[src/hw/fir_core_pkg.sv]
`default_nettype none

package fir_core_pkg;

    // sample, coefficient and result width
    localparam int data_w = 32;

    // depth of the coefficient bank and sample history
    localparam int max_taps = 32;

    // index over taps, also used as sample age
    typedef logic [$clog2(max_taps)-1:0] tap_idx_t;

    // tap count, 0 up to max_taps inclusive
    typedef logic [$clog2(max_taps):0] tap_cnt_t;

endpackage

`default_nettype wire

[src/hw/fir_regs_pkg.sv]
`default_nettype none

package fir_regs_pkg;

    localparam int addr_w = 12;
    localparam int reg_w  = 32;

    // register map
    localparam logic [addr_w-1:0] addr_ctrl    = 12'h000;
    localparam logic [addr_w-1:0] addr_len     = 12'h010;
    localparam logic [addr_w-1:0] addr_taps    = 12'h014;
    localparam logic [addr_w-1:0] addr_coef_lo = 12'h080;
    localparam logic [addr_w-1:0] addr_coef_hi = 12'h0ff;

    localparam logic [reg_w-1:0] bad_read_word = '1;

    // run state encoding
    localparam logic [1:0] st_idle = 2'd0;
    localparam logic [1:0] st_calc = 2'd1;
    localparam logic [1:0] st_done = 2'd2;

    // control word, raw bus view or decoded fields
    typedef union packed {
        logic [reg_w-1:0] raw;
        struct packed {
            logic [reg_w-4:0] rsvd;
            logic             idle;
            logic             done;
            logic             start;
        } f;
    } ap_ctrl_u;

endpackage

`default_nettype wire
[src/hw/fir_top.sv]
`timescale 1ns/1ps
`default_nettype none

module fir_top (
    input  logic                            axis_clk,
    input  logic                            axis_rst_n,
    input  logic                            awvalid,
    input  logic                            wvalid,
    input  logic [fir_regs_pkg::addr_w-1:0] awaddr,
    input  logic [fir_regs_pkg::reg_w-1:0]  wdata,
    output logic                            awready,
    output logic                            wready,
    input  logic                            arvalid,
    input  logic [fir_regs_pkg::addr_w-1:0] araddr,
    output logic                            arready,
    output logic                            rvalid,
    input  logic                            rready,
    output logic [fir_regs_pkg::reg_w-1:0]  rdata,
    input  logic                            ss_tvalid,
    input  logic [fir_core_pkg::data_w-1:0] ss_tdata,
    output logic                            ss_tready,
    input  logic                            sm_tready,
    output logic                            sm_tvalid,
    output logic [fir_core_pkg::data_w-1:0] sm_tdata,
    output logic                            sm_tlast
);
    import fir_regs_pkg::*;
    import fir_core_pkg::*;

    logic              start_pulse;
    logic              running;
    logic              run_done;
    logic              sample_ready;
    logic              sample_take;
    tap_cnt_t          tap_num;
    tap_idx_t          coef_idx;
    tap_idx_t          age_idx;
    logic [reg_w-1:0]  data_length;
    logic [data_w-1:0] coef;
    logic [data_w-1:0] hist_sample;

    // configuration and coefficients
    fir_axil_regs regs_i (
        .axis_clk, .axis_rst_n,
        .awvalid, .wvalid, .awaddr, .wdata, .awready, .wready,
        .arvalid, .araddr, .arready, .rvalid, .rready, .rdata,
        .run_done, .coef_idx, .start_pulse, .running,
        .tap_num, .data_length, .coef
    );

    // input samples
    fir_sample_history hist_i (
        .axis_clk, .axis_rst_n,
        .ss_tvalid, .ss_tdata, .ss_tready,
        .start_pulse, .running, .sample_take, .age_idx,
        .sample_ready, .hist_sample
    );

    fir_mac_engine mac_i (
        .axis_clk, .axis_rst_n,
        .start_pulse, .tap_num, .data_length,
        .sample_ready, .sample_take, .age_idx, .coef_idx,
        .hist_sample, .coef,
        .sm_tready, .sm_tvalid, .sm_tdata, .sm_tlast, .run_done
    );

endmodule

`default_nettype wire

[src/hw/fir_mac_engine.sv]
`timescale 1ns/1ps
`default_nettype none

module fir_mac_engine (
    input  logic                            axis_clk,
    input  logic                            axis_rst_n,
    input  logic                            start_pulse,
    input  fir_core_pkg::tap_cnt_t          tap_num,
    input  logic [fir_regs_pkg::reg_w-1:0]  data_length,
    input  logic                            sample_ready,
    output logic                            sample_take,
    output fir_core_pkg::tap_idx_t          age_idx,
    output fir_core_pkg::tap_idx_t          coef_idx,
    input  logic [fir_core_pkg::data_w-1:0] hist_sample,
    input  logic [fir_core_pkg::data_w-1:0] coef,
    input  logic                            sm_tready,
    output logic                            sm_tvalid,
    output logic [fir_core_pkg::data_w-1:0] sm_tdata,
    output logic                            sm_tlast,
    output logic                            run_done
);
    import fir_core_pkg::*;

    tap_idx_t                       idx;
    logic                           busy;
    logic                           last_tap;
    logic                           mul_vld;
    logic                           mul_last;
    logic [data_w-1:0]              mul;
    logic [data_w-1:0]              acc;
    logic [$bits(data_length)-1:0]  out_cnt;
    logic                           out_fire;

    // next sample only once the pipeline and the output are empty
    assign sample_take = sample_ready && !busy && !mul_vld && !sm_tvalid;

    assign age_idx  = idx;
    assign coef_idx = idx;
    assign last_tap = (tap_cnt_t'(idx) + tap_cnt_t'(1)) >= tap_num;

    assign out_fire = sm_tvalid && sm_tready;
    assign run_done = out_fire && sm_tlast;

    // tap sequencer
    always_ff @(posedge axis_clk or negedge axis_rst_n) begin
        if (!axis_rst_n) begin
            busy <= 1'b0;
            idx  <= '0;
        end else if (sample_take) begin
            busy <= 1'b1;
            idx  <= '0;
        end else if (busy) begin
            if (last_tap) begin
                busy <= 1'b0;
            end else begin
                idx <= idx + 1'b1;
            end
        end
    end

    // product stage, zero taps gives a zero result
    always_ff @(posedge axis_clk or negedge axis_rst_n) begin
        if (!axis_rst_n) begin
            mul_vld  <= 1'b0;
            mul_last <= 1'b0;
        end else begin
            mul_vld  <= busy;
            mul_last <= busy && last_tap;
        end
    end

    always_ff @(posedge axis_clk) begin
        mul <= (tap_num != '0) ? hist_sample * coef : '0;
    end

    always_ff @(posedge axis_clk) begin
        if (sample_take) begin
            acc <= '0;
        end else if (mul_vld) begin
            acc <= acc + mul;
        end
    end

    // output register, held until accepted
    always_ff @(posedge axis_clk or negedge axis_rst_n) begin
        if (!axis_rst_n) begin
            sm_tvalid <= 1'b0;
            sm_tlast  <= 1'b0;
            sm_tdata  <= '0;
            out_cnt   <= '0;
        end else if (start_pulse) begin
            sm_tvalid <= 1'b0;
            sm_tlast  <= 1'b0;
            out_cnt   <= '0;
        end else if (mul_vld && mul_last) begin
            sm_tvalid <= 1'b1;
            sm_tdata  <= acc + mul;
            sm_tlast  <= (out_cnt + 1'b1) == data_length;
        end else if (out_fire) begin
            sm_tvalid <= 1'b0;
            sm_tlast  <= 1'b0;
            out_cnt   <= out_cnt + 1'b1;
        end
    end

endmodule

`default_nettype wire

[src/hw/fir_sample_history.sv]
`timescale 1ns/1ps
`default_nettype none

module fir_sample_history (
    input  logic                            axis_clk,
    input  logic                            axis_rst_n,
    input  logic                            ss_tvalid,
    input  logic [fir_core_pkg::data_w-1:0] ss_tdata,
    output logic                            ss_tready,
    input  logic                            start_pulse,
    input  logic                            running,
    input  logic                            sample_take,
    input  fir_core_pkg::tap_idx_t          age_idx,
    output logic                            sample_ready,
    output logic [fir_core_pkg::data_w-1:0] hist_sample
);
    import fir_core_pkg::*;

    logic [data_w-1:0] hist_mem [max_taps];
    logic [data_w-1:0] pend_data;
    tap_idx_t          wr_ptr;
    tap_idx_t          wr_next;
    tap_idx_t          rd_ptr;
    logic              pending;
    logic              push;

    // one fresh sample at a time and none while the history clears
    assign ss_tready    = running && !pending && !start_pulse;
    assign push         = ss_tvalid && ss_tready;
    assign sample_ready = pending;

    // wr_ptr marks the newest entry so age 0 reads it back
    assign wr_next     = wr_ptr + 1'b1;
    assign rd_ptr      = wr_ptr - age_idx;
    assign hist_sample = hist_mem[rd_ptr];

    // fresh sample waits here until the engine starts on it
    always_ff @(posedge axis_clk) begin
        if (push) begin
            pend_data <= ss_tdata;
        end
    end

    always_ff @(posedge axis_clk) begin
        if (start_pulse) begin
            for (int i = 0; i < max_taps; i++) begin
                hist_mem[i] <= '0;
            end
        end else if (sample_take) begin
            hist_mem[wr_next] <= pend_data;
        end
    end

    always_ff @(posedge axis_clk or negedge axis_rst_n) begin
        if (!axis_rst_n) begin
            wr_ptr  <= '0;
            pending <= 1'b0;
        end else if (start_pulse) begin
            wr_ptr  <= '0;
            pending <= 1'b0;
        end else if (push) begin
            pending <= 1'b1;
        end else if (sample_take) begin
            wr_ptr  <= wr_next;
            pending <= 1'b0;
        end
    end

endmodule

`default_nettype wire

[src/hw/fir_axil_regs.sv]
`timescale 1ns/1ps
`default_nettype none

module fir_axil_regs (
    input  logic                            axis_clk,
    input  logic                            axis_rst_n,
    input  logic                            awvalid,
    input  logic                            wvalid,
    input  logic [fir_regs_pkg::addr_w-1:0] awaddr,
    input  logic [fir_regs_pkg::reg_w-1:0]  wdata,
    output logic                            awready,
    output logic                            wready,
    input  logic                            arvalid,
    input  logic [fir_regs_pkg::addr_w-1:0] araddr,
    output logic                            arready,
    output logic                            rvalid,
    input  logic                            rready,
    output logic [fir_regs_pkg::reg_w-1:0]  rdata,
    input  logic                            run_done,
    input  fir_core_pkg::tap_idx_t          coef_idx,
    output logic                            start_pulse,
    output logic                            running,
    output fir_core_pkg::tap_cnt_t          tap_num,
    output logic [fir_regs_pkg::reg_w-1:0]  data_length,
    output logic [fir_core_pkg::data_w-1:0] coef
);
    import fir_regs_pkg::*;
    import fir_core_pkg::*;

    logic [1:0]        state;
    logic              idle;
    logic              wr_fire;
    logic              cfg_wr;
    logic              start_wr;
    logic              ctrl_rd_done;
    ap_ctrl_u          wr_ctrl;
    ap_ctrl_u          rd_ctrl;
    logic [addr_w-1:0] rd_addr;
    logic [data_w-1:0] coef_mem [max_taps];

    function automatic logic is_coef_addr(input logic [addr_w-1:0] a);
        return (a >= addr_coef_lo) && (a <= addr_coef_hi);
    endfunction

    assign idle    = (state == st_idle);
    assign running = (state == st_calc);

    // write lands on the single cycle both readies are up
    assign wr_fire      = awready && wready;
    assign cfg_wr       = wr_fire && idle;
    assign wr_ctrl.raw  = wdata;
    assign start_wr     = cfg_wr && (awaddr == addr_ctrl) && wr_ctrl.f.start;
    assign ctrl_rd_done = rvalid && rready && (rd_addr == addr_ctrl);

    always_ff @(posedge axis_clk or negedge axis_rst_n) begin
        if (!axis_rst_n) begin
            awready <= 1'b0;
            wready  <= 1'b0;
            arready <= 1'b0;
            rvalid  <= 1'b0;
        end else begin
            awready <= awvalid && wvalid && !wready;
            wready  <= awvalid && wvalid && !wready;
            arready <= arvalid && !arready && !rvalid;
            if (rvalid && rready) begin
                rvalid <= 1'b0;
            end else if (arvalid && arready) begin
                rvalid <= 1'b1;
            end
        end
    end

    always_ff @(posedge axis_clk) begin
        if (arvalid && arready) begin
            rd_addr <= araddr;
        end
    end

    // idle -> calc -> done -> idle
    always_ff @(posedge axis_clk or negedge axis_rst_n) begin
        if (!axis_rst_n) begin
            state       <= st_idle;
            start_pulse <= 1'b0;
        end else begin
            start_pulse <= start_wr;
            case (state)
                st_idle: if (start_wr) state <= st_calc;
                st_calc: if (run_done) state <= st_done;
                st_done: if (ctrl_rd_done) state <= st_idle;
                default: state <= st_idle;
            endcase
        end
    end

    always_ff @(posedge axis_clk or negedge axis_rst_n) begin
        if (!axis_rst_n) begin
            data_length <= '0;
            tap_num     <= '0;
        end else if (cfg_wr) begin
            if (awaddr == addr_len) begin
                data_length <= wdata;
            end
            // counts above the bank size saturate
            if (awaddr == addr_taps) begin
                tap_num <= (wdata > max_taps) ? tap_cnt_t'(max_taps) : tap_cnt_t'(wdata);
            end
        end
    end

    // coefficient bank, one word per 4-byte slot
    always_ff @(posedge axis_clk) begin
        if (cfg_wr && is_coef_addr(awaddr)) begin
            coef_mem[tap_idx_t'(awaddr[6:2])] <= wdata;
        end
    end

    assign coef = coef_mem[coef_idx];

    always_comb begin
        rd_ctrl.raw     = '0;
        rd_ctrl.f.start = start_pulse;
        rd_ctrl.f.done  = (state == st_done);
        rd_ctrl.f.idle  = idle;
        if (rd_addr == addr_ctrl) begin
            rdata = rd_ctrl.raw;
        end else if (rd_addr == addr_len) begin
            rdata = data_length;
        end else if (rd_addr == addr_taps) begin
            rdata = reg_w'(tap_num);
        end else if (is_coef_addr(rd_addr) && idle) begin
            rdata = coef_mem[tap_idx_t'(rd_addr[6:2])];
        end else begin
            rdata = bad_read_word;
        end
    end

endmodule

`default_nettype wire

[config.mk]
export PLATFORM = sky130hd
export DESIGN_NAME = fir_top
export DESIGN_NICKNAME = d
export VERILOG_FILES = /design/src/hw/fir_core_pkg.sv /design/src/hw/fir_regs_pkg.sv /design/src/hw/fir_top.sv /design/src/hw/fir_mac_engine.sv /design/src/hw/fir_sample_history.sv /design/src/hw/fir_axil_regs.sv
export SDC_FILE = /design/constraint.sdc
export NUM_CORES = 2
export LEC_CHECK = 0
export ABC_CLOCK_PERIOD_IN_PS = 11790
export BUFFER_PORTS_ARGS = -buffer_cell sky130_fd_sc_hd__buf_2
export CORE_ASPECT_RATIO = 1.2
export CORE_UTILIZATION = 35
export DETAILED_ROUTE_END_ITERATION = 7
export PLACE_DENSITY = 0.6
export REMOVE_ABC_BUFFERS = 1
export SLEW_MARGIN = 20
export SYNTH_ARGS = -nofsm -noshare
export SYNTH_HDL_FRONTEND = slang
export SYNTH_SLANG_ARGS = --single-unit
[constraint.sdc]
create_clock -name axis_clk -period 11.79 [get_ports axis_clk]
set_input_delay 1.179 -clock axis_clk [delete_from_list [all_inputs] [get_ports axis_clk]]
set_output_delay 1.179 -clock axis_clk [all_outputs]
set_load 0.01 [all_outputs]
==> metrics.md <==
| Metric | Value |
|---|---|
| Yosys top cell by area | edfxtp_1 |
| GPL Wtd Cong | 0.862 |
| Total track usage | between 20% and 30% |
| Post-synth EDFFs | 2092 |
| Vias | 70.0k |
| # fillers | 31.2k |
| Area delta synth->final | 11.7% |
| Seq/Total Area, Yosys | 55.4% |
| # rows | 236 |
| Crit path top cell by count | fa_1 |
| Via density per instance | 5.55 |
| Yosys warning count | 0 |
| Layout cells sized above 1 | 24.1% |
| Initial DRC Count | 6862 |
| Fin util | 39.4% |
| First-pass GRT wire length | between 500 and 600 mm |
| Synthesized area per cell | roughly 16 um^2 |
| Hpwl dp | 225 mm |
| Top cells by area, synth | edfxtp_1 (52%), mux4_2 (16%), fa_1 (6.8%), and2_1 (5.3%), dfrtp_1 (2.6%) |
| Max Fanout on Critical Path | 15 |
| Top-area cell type share of the netlist area | 51.7% |
| Hold Buf Count CTS | 0 |
| TritonCTS clock tree | yes |
| Critical Path End Type | register |
| Post-CTS setup buffer count | 0 |
| Outcome | finished clean |
| Root Buffer | clkbuf_16 |
| Commonest cells post-synth | edfxtp_1 (2092), and2_1 (1037), mux4_2 (858) |
| Setup crit start kind | register |
| Antenna viol nets, final | 0 |
| Worst-skew pair later-pin latency | around 0.93 ns |
| 1st-pass router iterations | 7 |
| Mapped cell area | 121000 um^2 |
| Worst-Margin Slew | 1.16 ns |
| Crit path max-delay cell type | mux2i_1 |
| Final setup viols | 0 |
| IO buf count | 166 |
| Die X | 540 um |
| Fin crit share | ~94% |
| Hold crit path type | in2async |
| Die Y-Extent | 647 um |
| I/O pin count | 167 |
| MaxCap Viol Count | 0 |
| Fmax achieved | between 90 and 100 MHz |
| CP required | about 12 ns |
| Residual DRC | 0 |
| Synth Flop Type | edfxtp_1 |
| Clock slew at reported path FFs | 0.06 ns |
| Slew margin rel. | between 20% and 30% |
| Initial antenna violation count | 18 |
| Vias in the first global route | 73.6k |
| Flops & latches, synth | 2285 |
| Critical path class | reg2reg |
| Die footprint | 349000 um^2 |
| Layout Skew | approximately 0.11 ns |
| Initial Util | 35.2% |
| Synth Instances | 7831 |
| Sink Count | 2285 |
| WL final | 364 mm |
| Grt total ovfl | 0 |
| Num CTS Buffers | 230 |
| Number of buffers on the longest clock path | 4 |
| Hold violation count in the final report | 0 |
| Nets | ~8.6k |
| Core area | 345000 um^2 |
| Worst EP arrival | 11.74 ns |
| Post-CTS sizing | 0 |
| Cell variety after synth | just under 80 |
| Max-slew violations | 0 |
| Asr flop ratio synth | 5.43% |
| Cell with the most instances after synthesis | edfxtp_1 |
| Detailed-route wire length per cell | a little under 30 um |
| RSZ-0062 raised after global routing | no |
| Final min period | 11.05 ns |
| Pin count of the biggest net entering global routing | between 100 and 150 |
| Slowest stage delay, CP | 0.72 ns |
| Htree depth | 4 |
final timing paths:
check,startpoint,slack [ns],cells past startpoint,endpoint
worst min-delay path,axis_rst_n,0.31,1,mac_i.sm_tdata[6]
min in group axis_clk,ss_tdata[19],0.42,1,hist_i.pend_data[19]
max in group asynchronous,axis_rst_n,9.69,3,mac_i.age_idx[1]
worst max register to register,hist_i.wr_ptr[0],0.74,33,mac_i.mul[27]
worst min register to register,mac_i.acc[19],0.46,2,mac_i.acc[19]
worst max-delay path,hist_i.wr_ptr[0],0.74,33,mac_i.mul[27]
cell families after synthesis:
| logic type | Yosys count | synth area share [%] |
|---|---|---|
| xor gates and xnor gates | 165 | 1.26 |
| DFF | 2285 | 55.4 |
| adders and majority gates | 581 | 8.52 |
| and+or+nand+nor | 2094 | 9.47 |
| AOI/OAI and AO/OA | 445 | 2.18 |
| buffers and inverters | 1073 | 3.75 |
| muxes | 1188 | 19.4 |
flip-flops by register name, summed over array words and instances, names as in the netlist, 6 cells and up, named ones only:
name	flops
hist_i.hist_mem	1024
hist_i.pend_data	32
mac_i.acc	32
mac_i.mul	32
mac_i.out_cnt	32
mac_i.sm_tdata	32
regs_i.coef_mem	1024
regs_i.data_length	32
regs_i.rd_addr	12
regs_i.tap_num	6
stage by stage:
stage	cells	setup slack (ns)	cell area [um^2]	hold WS, ns	TNS [ns]
2_1_floorplan	7260	-15.02	119000	0.419	-455.07
3_3_place_gp	12200	0.937	128000	0.443	0
3_5_place_dp	12200	0.914	128000	0.459	0
4_1_cts	12600	0.855	136000	0.277	0
5_1_grt	12600	0.284	136000	0.295	0
6_report	12600	0.741	136000	0.312	0
routing by layer:
metal	track usage, %	wire [um]	vias to the layer above
met3	3.15	25900	644
li1	-	-	29100
met1	25.4	136000	37400
met2	36.6	186000	2944
met4	8.66	16900	6
met5	0	37	-
final cells by class:
class	count	area (um^2)	area share (%)
well taps	4522	5660	4.17
repair buffers	426	3000	2.21
diodes	6	15.0	0.0111
clock inverters	115	955	0.704
inverters	502	1890	1.39
clock buffers	302	6110	4.50
flip-flops and latches	2285	67300	49.7
multi-input cells	4473	50700	37.4
critical path, delay by kind of cell (launching register included):
family | cells | cell delay, ns
AND/OR/NAND/NOR | 5 | 0.87
XOR/XNOR | 1 | 0.71
multiplexers | 2 | 1.28
buffers and inverters | 8 | 0.75
flip-flops | 1 | 0.44
AO/OA/AOI/OAI | 6 | 1.82
adder cells (fa/ha/maj) | 11 | 4.97
cells in the final DEF, fill, tap and decap left out, drive strengths merged, types with 113 or more instances in the layout:
| cell | instances |
|---|---|
| clkbuf | 302 |
| ha | 171 |
| o21ai | 148 |
| or2 | 113 |
| buf | 426 |
| nand2 | 145 |
| fa | 410 |
| inv | 508 |
| mux2i | 208 |
| nor2 | 465 |
| and2 | 1038 |
| dfrtp | 124 |
| mux4 | 903 |
| edfxtp | 2092 |
| a21oi | 144 |
Power is left out: the tool's default activity adds up to more than one toggle a clock period on the data nets, which glitch-free logic cannot reach.
